`config.mk`:
```
export PLATFORM = sky130hd
export DESIGN_NAME = ldpc_fill_top
export DESIGN_NICKNAME = d
export VERILOG_FILES = /design/src/hdl/ldpc_fill_pkg.sv /design/src/hdl/fill_planner.sv /design/src/hdl/bit_packer.sv /design/src/hdl/ldpc_fill_top.sv
export SDC_FILE = /design/constraint.sdc
export NUM_CORES = 1
export LEC_CHECK = 0
export ABC_AREA = 1
export ABC_CLOCK_PERIOD_IN_PS = 10540
export BUFFER_PORTS_ARGS = -buffer_cell sky130_fd_sc_hd__clkbuf_2
export CAP_MARGIN = 5
export CORE_MARGIN = 1.5
export CORE_UTILIZATION = 45
export CTS_CLUSTER_DIAMETER = 40
export DETAILED_ROUTE_END_ITERATION = 7
export SYNTH_ARGS = -nofsm -noshare
export SYNTH_HDL_FRONTEND = slang
export SYNTH_HIERARCHICAL = 1
export SYNTH_SLANG_ARGS = --single-unit
```
`constraint.sdc`:
```
create_clock -name clk -period 10.54 [get_ports clk]
set_clock_uncertainty 0.15 [all_clocks]
set_input_delay 3.162 -clock clk [delete_from_list [all_inputs] [get_ports clk]]
set_output_delay 3.162 -clock clk [all_outputs]
set_load 0.005 [all_outputs]
```
`src/hdl/ldpc_fill_pkg.sv`:
```
// LDPC fill preprocessor shared definitions
// Frame geometry of the CCSDS (8160,7136) code for an 8-bit stream and
// the per-byte plan that steers the bit packer

`default_nettype none

package ldpc_fill_pkg;

  // ******************************************************************
  // Frame geometry
  // ******************************************************************
  localparam int DATA_W         = 8;
  localparam int INFO_BITS      = 7136;
  localparam int FILL_BITS      = 18;     // Virtual fill ahead of the info bits
  localparam int SUB_BLOCK_BITS = 512;    // Last bit is the pad

  localparam int IN_BYTES      = INFO_BITS / DATA_W;                         // 892
  localparam int NUM_SUB       = (INFO_BITS + FILL_BITS) / (SUB_BLOCK_BITS - 1);
  localparam int BYTES_PER_SUB = SUB_BLOCK_BITS / DATA_W;                    // 64
  localparam int OUT_BYTES     = NUM_SUB * BYTES_PER_SUB;                    // 896

  localparam int CNT_W      = $clog2(OUT_BYTES);
  localparam int SUB_IDX_W  = $clog2(BYTES_PER_SUB);
  localparam int FILL_W     = $clog2(FILL_BITS + 1);
  localparam int PLAN_CNT_W = 4;

  // ******************************************************************
  // Per-byte plan of fill zeros, info bits and pad from the MSB down
  // ******************************************************************
  typedef struct packed {
    logic [PLAN_CNT_W-1:0] fill_cnt;
    logic [PLAN_CNT_W-1:0] info_cnt;
    logic                  pad;       // LSB is a sub-block pad zero
  } byte_plan_t;

endpackage

`default_nettype wire

```
`src/hdl/fill_planner.sv`:
```
// Fill planner
// Counts output bytes within a frame and tracks how many virtual fill
// bits are still owed. Presents a registered plan for the next output
// byte and steps to the following byte on each byte_done pulse.

`timescale 1ns/1ns
`default_nettype none

module fill_planner
  import ldpc_fill_pkg::*;
(
  input  logic       clk,
  input  logic       rst_n,
  input  logic       byte_done,
  output byte_plan_t plan
);

  logic [CNT_W-1:0]  byte_cnt;
  logic [FILL_W-1:0] fill_left;   // Fill bits not yet emitted
  logic              last_byte;
  logic [CNT_W-1:0]  nxt_cnt;
  logic [FILL_W-1:0] nxt_fill;

  // Plan for byte idx given the fill bits still owed before it
  function automatic byte_plan_t make_plan(input logic [CNT_W-1:0]  idx,
                                           input logic [FILL_W-1:0] owed);
    byte_plan_t            p;
    logic [PLAN_CNT_W-1:0] slots;
    begin
      p.pad = &idx[SUB_IDX_W-1:0];   // Last byte of a sub-block
      slots = p.pad ? PLAN_CNT_W'(DATA_W - 1) : PLAN_CNT_W'(DATA_W);
      if (owed > FILL_W'(slots))
      begin
        p.fill_cnt = slots;
      end
      else
      begin
        p.fill_cnt = PLAN_CNT_W'(owed);
      end
      p.info_cnt = slots - p.fill_cnt;
      return p;
    end
  endfunction

  // ******************************************************************
  // Next byte position
  // ******************************************************************
  always_comb
  begin
    last_byte = byte_cnt == CNT_W'(OUT_BYTES - 1);
    nxt_cnt   = last_byte ? '0 : byte_cnt + 1'b1;
    // New frame owes the full fill again
    nxt_fill  = last_byte ? FILL_W'(FILL_BITS) : fill_left - FILL_W'(plan.fill_cnt);
  end

  always_ff @(posedge clk or negedge rst_n)
  begin
    if (!rst_n)
    begin
      byte_cnt  <= '0;
      fill_left <= FILL_W'(FILL_BITS);
      plan      <= make_plan('0, FILL_W'(FILL_BITS));
    end
    else if (byte_done)
    begin
      byte_cnt  <= nxt_cnt;
      fill_left <= nxt_fill;
      plan      <= make_plan(nxt_cnt, nxt_fill);
    end
  end

  // Every planned byte is exactly one stream byte wide
  a_plan_width: assert property (@(posedge clk) disable iff (!rst_n)
    (32'(plan.fill_cnt) + 32'(plan.info_cnt) + 32'(plan.pad)) == DATA_W);

endmodule

`default_nettype wire

```
`src/hdl/bit_packer.sv`:
```
// Bit packer
// Holds the unused tail of the last input byte and builds each output
// byte from the current plan as fill zeros, then info bits taken from
// the leftovers first and then from the new input byte, then an optional
// pad zero. Valid/ready on both sides; output held under back-pressure.

`timescale 1ns/1ns
`default_nettype none

module bit_packer
  import ldpc_fill_pkg::*;
(
  input  logic              clk,
  input  logic              rst_n,
  input  byte_plan_t        plan,
  input  logic [DATA_W-1:0] s_data,
  input  logic              s_valid,
  output logic              s_ready,
  output logic [DATA_W-1:0] m_data,
  output logic              m_valid,
  input  logic              m_ready,
  output logic              byte_done
);

  logic [DATA_W-2:0]     left_bits;   // Unused bits kept LSB aligned
  logic [PLAN_CNT_W-1:0] left_cnt;

  logic                  slot_free;
  logic                  need_input;
  logic                  in_fire;
  logic                  load;

  logic [2*DATA_W-1:0]   pool;
  logic [2*DATA_W-1:0]   shifted;
  logic [2*DATA_W-1:0]   info_mask;
  logic [PLAN_CNT_W:0]   shamt;
  logic [DATA_W-1:0]     info_byte;
  logic [DATA_W-1:0]     next_byte;
  logic [PLAN_CNT_W-1:0] next_left_cnt;

  // ******************************************************************
  // Handshake control
  // ******************************************************************
  assign slot_free  = !m_valid || m_ready;
  assign need_input = left_cnt < plan.info_cnt;
  assign s_ready    = slot_free && need_input;
  assign in_fire    = s_valid && s_ready;
  assign load       = slot_free && (!need_input || in_fire);
  assign byte_done  = load;

  // ******************************************************************
  // Byte assembly
  // ******************************************************************
  always_comb
  begin
    // Leftovers sit directly above the new byte, oldest bit highest
    pool      = {1'b0, left_bits, s_data};
    shamt     = (PLAN_CNT_W + 1)'(DATA_W) + {1'b0, left_cnt} - {1'b0, plan.info_cnt};
    shifted   = pool >> shamt;
    info_mask = ~({(2 * DATA_W){1'b1}} << plan.info_cnt);
    info_byte = shifted[DATA_W-1:0] & info_mask[DATA_W-1:0];  // Fill zeros on top
    next_byte = plan.pad ? {info_byte[DATA_W-2:0], 1'b0} : info_byte;

    if (need_input)
    begin
      next_left_cnt = left_cnt + PLAN_CNT_W'(DATA_W) - plan.info_cnt;
    end
    else
    begin
      next_left_cnt = left_cnt - plan.info_cnt;
    end
  end

  always_ff @(posedge clk or negedge rst_n)
  begin
    if (!rst_n)
    begin
      m_valid  <= 1'b0;
      left_cnt <= '0;
    end
    else if (load)
    begin
      m_valid  <= 1'b1;
      left_cnt <= next_left_cnt;
    end
    else if (m_ready)
    begin
      m_valid  <= 1'b0;
    end
  end

  always_ff @(posedge clk)
  begin
    if (load)
    begin
      m_data <= next_byte;
    end
    if (in_fire)
    begin
      left_bits <= s_data[DATA_W-2:0];  // Top bit is always consumed
    end
  end

  a_left_max: assert property (@(posedge clk) disable iff (!rst_n)
    left_cnt <= PLAN_CNT_W'(DATA_W - 1));

  // Waiting byte must not change
  a_hold: assert property (@(posedge clk) disable iff (!rst_n)
    m_valid && !m_ready |=> m_valid && $stable(m_data));

endmodule

`default_nettype wire

```
`src/hdl/ldpc_fill_top.sv`:
```
// LDPC fill preprocessor top level
// Takes 892 info bytes per frame and emits 896 bytes: 18 leading fill
// zeros, the info bits, and a zero pad after every 511 bits.
// The planner steps through output bytes, the packer moves the data.

`timescale 1ns/1ns
`default_nettype none

module ldpc_fill_top
  import ldpc_fill_pkg::*;
(
  input  logic              clk,
  input  logic              rst_n,
  input  logic [DATA_W-1:0] s_data,
  input  logic              s_valid,
  output logic              s_ready,
  output logic [DATA_W-1:0] m_data,
  output logic              m_valid,
  input  logic              m_ready
);

  byte_plan_t plan;
  logic       byte_done;   // Planner advance strobe

  fill_planner planner_i (
    .clk       (clk),
    .rst_n     (rst_n),
    .byte_done (byte_done),
    .plan      (plan)
  );

  bit_packer packer_i (
    .clk       (clk),
    .rst_n     (rst_n),
    .plan      (plan),
    .s_data    (s_data),
    .s_valid   (s_valid),
    .s_ready   (s_ready),
    .m_data    (m_data),
    .m_valid   (m_valid),
    .m_ready   (m_ready),
    .byte_done (byte_done)
  );

endmodule

`default_nettype wire

```
=== Word-level counts from Yosys, hierarchy flattened ===
Index checks and enable logic that the tools add are counted.

* Register bits after elaboration: 44
* Bits in latches: 0
* Bits in writable memories: 0
* ROM bits: 0
* Input bits: 12
* Output and inout bits: 10
* Word-level logic and storage cells: 43
* Memories kept: 0

* $add $sub $neg: 8
* $mul: 0
* Divide/modulo/power cells: 0
* Magnitude comparators: 2
* Eq/ne operators: 1
* Shift-type cells: 2
* Multiplexer cells: 9
* Bitwise logic cells: 2
* Reductions and logical operators: 9

{| class="wikitable"
|+ Operators with widths
! operator !! count
|-
| $mux 4 || 4
|-
| $shl 16x4->8 const A || 1
|-
| $shr 15x5->8 || 1
|-
| $sub 4x4->4 || 3
|-
| $add 10x1->10 const B || 1
|-
| $eq 10x10->1 const B || 1
|-
| $mux 10 || 1
|-
| $sub 5x4->5 || 2
|-
| $and 8x8->8 || 1
|-
| $mux 8 || 1
|-
| $not 8->8 || 1
|-
| $reduce_and 6->1 || 1
|-
| $add 4x4->5 const A || 1
|-
| $gt 5x4->1 || 1
|-
| $mux 5 || 1
|-
| $add 4x4->4 const B || 1
|-
| $lt 4x4->1 || 1
|-
| $logic_and 1x1->1 || 3
|-
| $logic_not 1->1 || 2
|-
| $logic_or 1x1->1 || 2
|-
| $mux 1 || 2
|-
| $reduce_bool 2->1 || 1
|}

=== Longest topological paths before layout ===
Gate-level depths: netlist (run 1).

* Word-level depth: 8
* Depth in mapped cells: 25
* Depth with buffers taken out: 24

=== Hierarchy ===
Netlist (run 1), hierarchy kept.

{| class="wikitable"
|+ By module, submodules not included
! module !! times used !! cells each !! area each (um^2) !! sequential area each (um^2)
|-
| bit_packer || 1 || 250 || 1814.2 || 575.6
|-
| fill_planner || 1 || 206 || 1746.7 || 604.3
|}

=== Least setup slack after synthesis (run 1) ===
No wires, ideal clock.

* Kind: input-to-output
* Start: in m_ready
* End: out s_ready
* Arrival: 3.377 ns
* Data required time: 7.228 ns
* Path slack: 3.851 ns
* Cell stages on the path: 2
* Buffers on the path: 0
* Cells stage by stage: nor2_1 nor2_1

* Cells in the longest elaborated chain, start to end: 2

{| class="wikitable"
|+ Ends and longest elaborated chain
! what !! line !! source
|-
| start: declaration || ldpc_fill_top.sv:19 || <nowiki>input logic m_ready</nowiki>
|-
| $logic_or 1x1->1 || bit_packer.sv:44 || <nowiki>assign slot_free = !m_valid || m_ready;</nowiki>
|-
| $logic_and 1x1->1 || bit_packer.sv:46 || <nowiki>assign s_ready = slot_free && need_input;</nowiki>
|-
| end: declaration || ldpc_fill_top.sv:16 || <nowiki>output logic s_ready,</nowiki>
|}

No other way between the ends.

=== Worst setup path in the final report (run 1) ===
Ends and elaborated chain as after synthesis.

==> flow_summary.json, run 1 <==
{
  "syn_to_final_growth_pct": 5.552,
  "final_cells": 571,
  "cp-start-kind": "primary input",
  "synth.area.top_cells": "dfrtp_1 18%, edfxtp_1 13%, nand2_1 12%",
  "antenna_found_initial": 0,
  "crit_slowest_cell": "nor2_1",
  "grt_max_degree": 30,
  "fp.coreArea_sq_um": 7687,
  "worst_setup_path_end_kind": "primary output",
  "cpLargestDelayFamily": "simple AND/OR/NAND/NOR gates",
  "relSlewSlack_pct": 31.40,
  "die_w_um": 91.96,
  "clk_latency_ns": 0.31,
  "synth_cell_types": 43,
  "dp_hpwl_mm": 5.475,
  "syn_nets": 495,
  "crit_arrival_ns": 3.59,
  "diodes": 0,
  "worstMarginPinSlew_ns": 1.027,
  "ys.flop_type": "dfrtp_1",
  "routed_wl_mm": 7.157,
  "setup_violations": 0,
  "grt_first_pass_wirelength_mm": 12.86,
  "synth_top_family_by_area": "simple AND/OR/NAND/NOR gates",
  "synth_top_area_share_pct": 18.27,
  "synth_warnings": 6,
  "fin_nets": 507,
  "multi_input_area_sq_um": 2008,
  "post_cts_resized": 0,
  "ff_latch_area_sq_um": 1180,
  "r2r_start": "planner_i/byte_cnt[0]",
  "num-fill-cells": 784,
  "ys_ff_latch": 44,
  "final_max_slew_viol_count": 0,
  "gp_congestion": 0.8946,
  "cts_tree": "built",
  "reg2regPathDepth": 24,
  "critPathLaunch": "m_ready",
  "hold_start": "packer_i/left_cnt[0]",
  "tns_ns": 0,
  "fin_area_sq_um": 3759,
  "avgRoutedWirePerCell_um": 12.53,
  "antenna_left": 0,
  "port_buffers": 21,
  "outcome": "complete, no violations",
  "holdBufCountCts": 0,
  "cts_buffers": 5,
  "synth_area_leader_cell": "dfrtp_1",
  "hold_class": "reg -> reg",
  "finalHoldViolations": 0,
  "layout_common_cells": "112 x nand2_1, 80 x nand3_1, 50 x inv_1",
  "grt.total_usage_pct": 18.75,
  "crit_cells": 4,
  "rows": 32,
  "cp-endpoint": "s_ready",
  "max_clock_freq_mhz": 144.9,
  "vias": 2951,
  "synth_fa_ha_area_share_pct": 10.54,
  "die-height_um": 91.96,
  "crit_fanout": 3,
  "r2r_slack_ns": 6.56,
  "synth-edff-count": 15,
  "layout_commonest_cell": "nand2_1",
  "drt_iter0_markers": 133,
  "initial_core_util_pct": 46.32,
  "max_stage_delay_ns": 0.17,
  "placedCellCount": 563,
  "synth_area_per_cell_sq_um": 7.809,
  "synth-simple-area-share_pct": 36.16,
  "drv_cap": 0,
  "syn_inst": 456,
  "ys_async_sr_fraction_pct": 65.91,
  "r2r_end": "planner_i/plan[4]",
  "synth-compound-area-share_pct": 8.468,
  "grt_pass1_vias": 2883,
  "period_minus_slack_ns": 6.900,
  "boundaryPins": 22,
  "path_cells": "clkbuf_2 -> nor2_1 -> nor2_1 -> clkbuf_2",
  "routed_via_density": 5.168,
  "synthMuxAreaShare_pct": 0,
  "drive_gt1_share_pct": 17.48,
  "drt_pass1_iterations": 4,
  "overflow": 0,
  "path_buf_inv": 2,
  "cp.required_ns": 7.23,
  "cts_max_level": 2,
  "cts_setup_buffers": 0,
  "path_class": "in -> out",
  "clock_path_buffers": 2,
  "cts-root-buf": "clkbuf_8",
  "clk_pin_slew_worst_paths_ns": 0.08,
  "postPlaceCellArea_sq_um": 3643,
  "dieArea_sq_um": 8456,
  "synth_xor_area_share_pct": 1.230,
  "cts.sinks": 44,
  "timing.final.crit_share_pct": 65.47,
  "drc": 0,
  "syn_area_sq_um": 3561,
  "ys_seq_area_share_pct": 33.13,
  "grt_setup_unrepaired": "false"
}
## state kept, by name, indices dropped and copies added, names as in the netlist
register             flops
packer_i/left_cnt        4
packer_i/left_bits       7
planner_i/byte_cnt      10
packer_i/m_data          8
planner_i/fill_left      5
planner_i/plan           9
packer_i/m_valid         1
## area by class of cell
type	instances	share of cell area (%)
Multi-Input combinational cell	338	53.43
Sequential cell	44	31.39
Inverter	58	5.925
Tap cell	102	3.395
Timing Repair Buffer	21	2.796
Clock buffer	5	1.831
Clock inverter	3	1.232
## cells by family (layout without fill, tap and decap cells)
family / after synthesis / count (layout)
DFF: 44 / 44
xor gates and xnor gates: 5 / 5
AOI/OAI and AO/OA: 48 / 48
buffers and inverters: 74 / 87
adders and majority gates: 27 / 27
and+or+nand+nor: 258 / 258
## cell usage after synthesis, types with 7 or more instances
| cell type | count |
|---|---|
| dfrtp_1 | 26 |
| nand3_1 | 80 |
| inv_2 | 7 |
| o21ai_2 | 7 |
| nand2_2 | 8 |
| edfxtp_1 | 15 |
| nor2_1 | 18 |
| ha_1 | 22 |
| nand4_1 | 7 |
| o21ai_0 | 22 |
| a21oi_1 | 9 |
| inv_1 | 50 |
| buf_6 | 8 |
| nand2_1 | 112 |
## how the worst min path moves through the flow
stage / to / depth (start not counted)
floorplan: planner_i/plan[0] / 2
global placement: packer_i/left_cnt[0] / 2
detailed placement: planner_i/plan[5] / 2
CTS: packer_i/left_cnt[0] / 2
global route: planner_i/plan[5] / 2
finish: packer_i/left_cnt[0] / 2
## through the flow
step | util, % | setup slack [ns] | hold WS, ns
after floorplan | - | 3.851 | 0.2978
after global placement | 47.40 | 3.658 | 0.3237
after global routing | 48.89 | 3.605 | 0.3774
after CTS | 48.89 | 3.636 | 0.3536
final | 48.89 | 3.640 | 0.3476
after detailed placement | 47.40 | 3.642 | 0.3310
## routing by layer
metal	up-vias	share of wire [%]	GRT usage [%]
met5	-	0	0
met4	0	1.7	5.385
met3	11	2.6	2.985
met2	40	48	32.41
met1	1373	47	24.12
li1	1527	-	-
## worst reg2reg max path, stage by stage (launching register included)
cell,delay [ns]
dfrtp_1,0.45
ha_1,0.28
nand3_2,0.11
nor2_2,0.05
nand2_2,0.27
nand2_1,0.15
nor2_4,0.14
nand3_4,0.18
ha_1,0.36
inv_1,0.06
nor2_1,0.03
o21ai_0,0.13
nand2_1,0.06
nand2_1,0.21
nand2_8,0.11
nand2_4,0.11
o21ai_2,0.07
ha_1,0.34
nand2_1,0.08
nand2_1,0.04
a31oi_1,0.21
inv_1,0.07
nand3_1,0.08
nand3_1,0.09
nand2_1,0.09
Power of run 1 is not shown: default switching activity piles up to over one toggle a cycle in this logic, so the estimate is an artifact.
==> inputs of run 2 (changes only) <==
ABC_CLOCK_PERIOD_IN_PS = 6500   (was 10540)
clock period = 6.5 ns   (was 10.54 ns; I/O delays follow)
==> flow_summary.json, run 2 (same netlist as run 1, synthesis figures left out) <==
{
  "fin_nets": 507,
  "clk_latency_ns": 0.30,
  "tns_ns": 0,
  "drt_pass1_iterations": 4,
  "rows": 32,
  "min_to": "planner_i/fill_left[2]",
  "clk_pin_slew_worst_paths_ns": 0.09,
  "grt_first_pass_wirelength_mm": 13.10,
  "avgRoutedWirePerCell_um": 12.92,
  "grt.total_usage_pct": 19.06,
  "fin_area_sq_um": 3759,
  "period_minus_slack_ns": 4.474,
  "hold_ws_ns": 0.3534,
  "drv_cap": 0,
  "boundaryPins": 22,
  "post_cts_resized": 0,
  "overflow": 0,
  "cts_tree": "built",
  "crit_fanout": 3,
  "die_w_um": 91.96,
  "multi_input_area_sq_um": 2008,
  "hold_class": "reg -> reg",
  "fp.coreArea_sq_um": 7687,
  "drc": 0,
  "die-height_um": 91.96,
  "drive_gt1_share_pct": 17.48,
  "relSlewSlack_pct": 31.04,
  "layout_common_cells": "112 x nand2_1, 80 x nand3_1, 50 x inv_1",
  "grt_pass1_vias": 2930,
  "grt_max_degree": 30,
  "setup_violations": 0,
  "routed_wl_mm": 7.377,
  "drt_iter0_markers": 141,
  "top_register": "planner_i/byte_cnt",
  "final_max_slew_viol_count": 0,
  "gp_congestion": 0.9180,
  "worstMarginPinSlew_ns": 1.032,
  "cp-start-kind": "primary input",
  "diodes": 0,
  "clock_path_buffers": 2,
  "cts_max_level": 2,
  "worst_setup_path_end_kind": "primary output",
  "postPlaceCellArea_sq_um": 3643,
  "holdBufCountCts": 0,
  "utilization_pct": 48.89,
  "cts_setup_buffers": 0,
  "reg2regPathDepth": 23,
  "cts-root-buf": "clkbuf_8",
  "cp.required_ns": 4.40,
  "cts_buffers": 5,
  "hold_depth": 2,
  "path_class": "in -> out",
  "layout_commonest_cell": "nand2_1",
  "timing.final.crit_share_pct": 68.83,
  "outcome": "complete, no violations",
  "r2r_end": "planner_i/plan[4]",
  "antenna_found_initial": 0,
  "syn_to_final_growth_pct": 5.552,
  "r2r_slack_ns": 2.53,
  "initial_core_util_pct": 46.32,
  "crit_arrival_ns": 2.37,
  "port_buffers": 21,
  "largest_reg_flops": 10,
  "r2r_start": "planner_i/byte_cnt[0]",
  "routed_via_density": 5.215,
  "finalHoldViolations": 0,
  "ff_latch_area_sq_um": 1180,
  "dieArea_sq_um": 8456,
  "antenna_left": 0,
  "cts.sinks": 44,
  "num-fill-cells": 798,
  "max_clock_freq_mhz": 223.5,
  "hold_start": "planner_i/fill_left[2]",
  "grt_setup_unrepaired": "false",
  "vias": 2978,
  "dp_hpwl_mm": 5.610,
  "reg_top3": "planner_i/byte_cnt x10, planner_i/plan x9, packer_i/m_data x8"
}
-- run 2: area by class of cell --
type / count / area share (%)
sequential: 44 / 31.39
timing repair buffer: 21 / 2.796
multi-input combinational: 338 / 53.43
tap: 102 / 3.395
inverter: 58 / 5.925
clock inverter: 3 / 1.232
clock buffer: 5 / 1.831
-- run 2: metrics by stage --
stage / cells / setup WS [ns]
2_1_floorplan: 456 / 2.235
5_1_grt: 571 / 1.983
3_5_place_dp: 563 / 2.020
3_3_place_gp: 563 / 2.044
6_report: 571 / 2.026
4_1_cts: 571 / 2.020
-- run 2: how the worst max path moves through the flow --
stage | endpoint | start | slack, ns
floorplan | s_ready | m_ready | 2.24
global placement | s_ready | m_ready | 2.04
finish | s_ready | m_ready | 2.03
detailed placement | s_ready | m_ready | 2.02
CTS | s_ready | m_ready | 2.02
global route | s_ready | m_ready | 1.98
-- run 2: critical path, stage by stage --
cell and delay, ns:
clkbuf_2 0.08, nor2_1 0.17, nor2_1 0.07, clkbuf_2 0.11
-- run 2: layer usage --
metal / part of all wire, % / wire, um / vias up / track usage, %
li1: - / - / 1521 / -
met1: 47 / 3497 / 1402 / 24.75
met2: 48 / 3548 / 49 / 32.84
met3: 3.6 / 267 / 6 / 3.483
met4: 0.85 / 63 / 0 / 4.359
met5: 0 / 0 / - / 0
Power of run 2 is left out for the same reason.
==> inputs of run 3 (changes only) <==
ABC_AREA = 0   (was 1)
ABC_CLOCK_PERIOD_IN_PS = 4150   (was 6500)
clock period = 4.15 ns   (was 6.5 ns; I/O delays follow)
==> flow_summary.json, run 3 <==
{
  "drt_pass1_iterations": 5,
  "synth-edff-count": 15,
  "grt_max_degree": 31,
  "r2r_start": "planner_i/plan[7]",
  "syn_to_final_growth_pct": 11.14,
  "rows": 31,
  "synth_cell_types": 65,
  "period_minus_slack_ns": 3.936,
  "cts_tree": "built",
  "cp-start-kind": "register",
  "grt.total_usage_pct": 17.91,
  "worstMarginPinSlew_ns": 0.9325,
  "timing.final.crit_share_pct": 94.84,
  "synth_area_leader_cell": "dfrtp_1",
  "largest_reg_flops": 10,
  "dp_hpwl_mm": 4.894,
  "dieArea_sq_um": 7886,
  "drc": 0,
  "die_w_um": 88.81,
  "crit_arrival_ns": 4.02,
  "grtUsageMet1_pct": 23.78,
  "cts_max_level": 2,
  "clk_latency_ns": 0.31,
  "drive_gt1_share_pct": 21.97,
  "synth_common_cells": "31 x nand2_1, 28 x inv_1, 26 x dfrtp_1",
  "die-height_um": 88.81,
  "routed_via_density": 5.403,
  "path_cells": "inv_1 -> ha_1 -> a21oi_2 -> a21boi_0 -> nor3b_4 -> ha_4 -> a21oi_1 -> o21ai_0 -> a211o_4 -> mux2_2 -> ha_1 -> a21o_1 -> a21oi_1 -> or4_1 -> a31oi_1",
  "synth_warnings": 6,
  "syn_area_sq_um": 3313,
  "synth_top_area_share_pct": 19.64,
  "ys_ff_latch": 44,
  "finalHoldViolations": 0,
  "min_to": "planner_i/byte_cnt[6]",
  "outcome": "complete, no violations",
  "crit_slowest_cell": "or4_1",
  "syn_nets": 370,
  "final_max_slew_viol_count": 0,
  "avgRoutedWirePerCell_um": 14.26,
  "gp_congestion": 0.8609,
  "hold_depth": 1,
  "ys_async_sr_fraction_pct": 65.91,
  "grt_pass1_vias": 2400,
  "met2_usage_pct": 29.41,
  "clock_path_buffers": 2,
  "layout_common_cells": "30 x nand2_1, 28 x inv_1, 24 x dfrtp_1",
  "clk_pin_slew_worst_paths_ns": 0.09,
  "synth.area.top_cells": "dfrtp_1 20%, edfxtp_1 14%, ha_1 8.3%",
  "antenna_left": 0,
  "reg_top3": "planner_i/byte_cnt x10, planner_i/plan x9, packer_i/m_data x8",
  "overflow": 0,
  "port_buffers": 21,
  "tns_ns": 0,
  "cts.sinks": 44,
  "hold_start": "planner_i/byte_cnt[6]",
  "fin_nets": 393,
  "reg2regPathDepth": 15,
  "max_stage_delay_ns": 0.49,
  "relSlewSlack_pct": 37.83,
  "r2r_slack_ns": 0.21,
  "fp.coreArea_sq_um": 7176,
  "hold_ws_ns": 0.3600,
  "routed_wl_mm": 6.475,
  "boundaryPins": 22,
  "vias": 2453,
  "max_clock_freq_mhz": 254.1,
  "drv_cap": 0,
  "antenna_found_initial": 0,
  "cp.required_ns": 4.23,
  "top_register": "planner_i/byte_cnt",
  "grt.busiest_layer": "met2",
  "diodes": 0,
  "path_buf_inv": 1,
  "cpLargestDelayFamily": "compound AO/OA/AOI/OAI gates",
  "syn_inst": 331,
  "crit_fanout": 7,
  "cts-root-buf": "clkbuf_8",
  "path_class": "reg -> reg",
  "initial_core_util_pct": 46.17,
  "hold_class": "reg -> reg",
  "ys.flop_type": "dfrtp_1",
  "ys_seq_area_share_pct": 35.61,
  "synth_area_per_cell_sq_um": 10.01,
  "setup_violations": 0,
  "layout_commonest_cell": "nand2_1",
  "grt_use_met3_pct": 3.358,
  "drt_iter0_markers": 110,
  "synthMostInstantiatedCell": "nand2_1",
  "worst_setup_path_end_kind": "register",
  "grt_first_pass_wirelength_mm": 10.93,
  "r2r_end": "planner_i/plan[4]",
  "cts_buffers": 5
}
[run 3: changes by cell type in the layout (fill, tap and decap cells not counted), sizes merged, moves of 4 or more]
cell / before / now
a21oi: 12 / 20
nand2: 125 / 31
nand2b: 0 / 4
nand3: 85 / 9
o21ai: 33 / 17
inv: 59 / 28
nand4: 7 / 3
nor2: 29 / 15
a31oi: 2 / 8
buf: 0 / 7
mux2i: 0 / 22
mux2: 0 / 18
xnor2: 1 / 8
[run 3: what timing repair did]
| item | in CTS | in global routing |
|---|---|---|
| endpoints found under the setup margin | 1 | 1 |
| pin swaps | 0 | 2 |
| resized for setup | 1 | 8 |
| setup buffers | 0 | 3 |
| hold buffers | 0 | 0 |
[run 3: worst reg2reg max path, cell delays in order (launching register included)]
cell      delay [ns]
dfrtp_1         0.36
inv_1           0.06
ha_1            0.35
a21oi_2         0.16
a21boi_0        0.15
nor3b_4         0.34
ha_4            0.26
a21oi_1         0.12
o21ai_0         0.12
a211o_4         0.38
mux2_2          0.31
ha_1            0.28
a21o_1          0.10
a21oi_1         0.06
or4_1           0.49
a31oi_1         0.17
[run 3: logic make-up (layout without fill, tap and decap cells)]
group	count (synthesis)	after routing	share of synthesized area [%]
AO/OA/AOI/OAI	73	73	14.69
XOR/XNOR	14	14	3.928
adder cells (fa/ha/maj)	27	27	11.33
buffers and inverters	40	64	5.778
flip-flops	44	44	35.61
multiplexers	41	41	13.78
AND/OR/NAND/NOR	92	92	14.88
[run 3: area by class of cell]
type | count | area (sq um)
fillers | 666 | 3493
multi-input cells | 247 | 1997
flip-flops and latches | 44 | 1182
repair buffers | 28 | 157.7
well taps | 99 | 123.9
inverters | 28 | 105.1
clock buffers | 5 | 68.82
clock inverters | 3 | 47.55
[run 3: how the worst max path moves through the flow]
stage,startpoint,endpoint,slack [ns],cells past startpoint
2_1_floorplan,planner_i/byte_cnt[7],planner_i/plan[4],0.18,16
3_3_place_gp,planner_i/byte_cnt[7],planner_i/plan[4],0.14,15
3_5_place_dp,planner_i/byte_cnt[1],planner_i/plan[4],0.004,16
4_1_cts,planner_i/byte_cnt[1],planner_i/plan[4],0.04,16
5_1_grt,planner_i/byte_cnt[7],planner_i/plan[4],-0.005,15
6_report,planner_i/plan[7],planner_i/plan[4],0.21,15
[run 3: per-layer routing]
layer | up-vias | wire [um]
met4 | 0 | 122
met2 | 48 | 3044
met3 | 12 | 230
met5 | - | 0
met1 | 1158 | 3077
li1 | 1235 | -
[run 3: through the flow]
stage	worst slack, ns	std cells	utilization [%]	instance area [sq um]
after CTS	0.04262	451	50.39	3616
after detailed placement	0.004245	443	48.74	3497
after global routing	-0.004662	454	51.32	3682
final	0.2141	454	51.32	3682
after floorplan	0.1771	331	-	3313
after global placement	0.1427	443	48.74	3497
Power of run 3 is left out for the same reason.
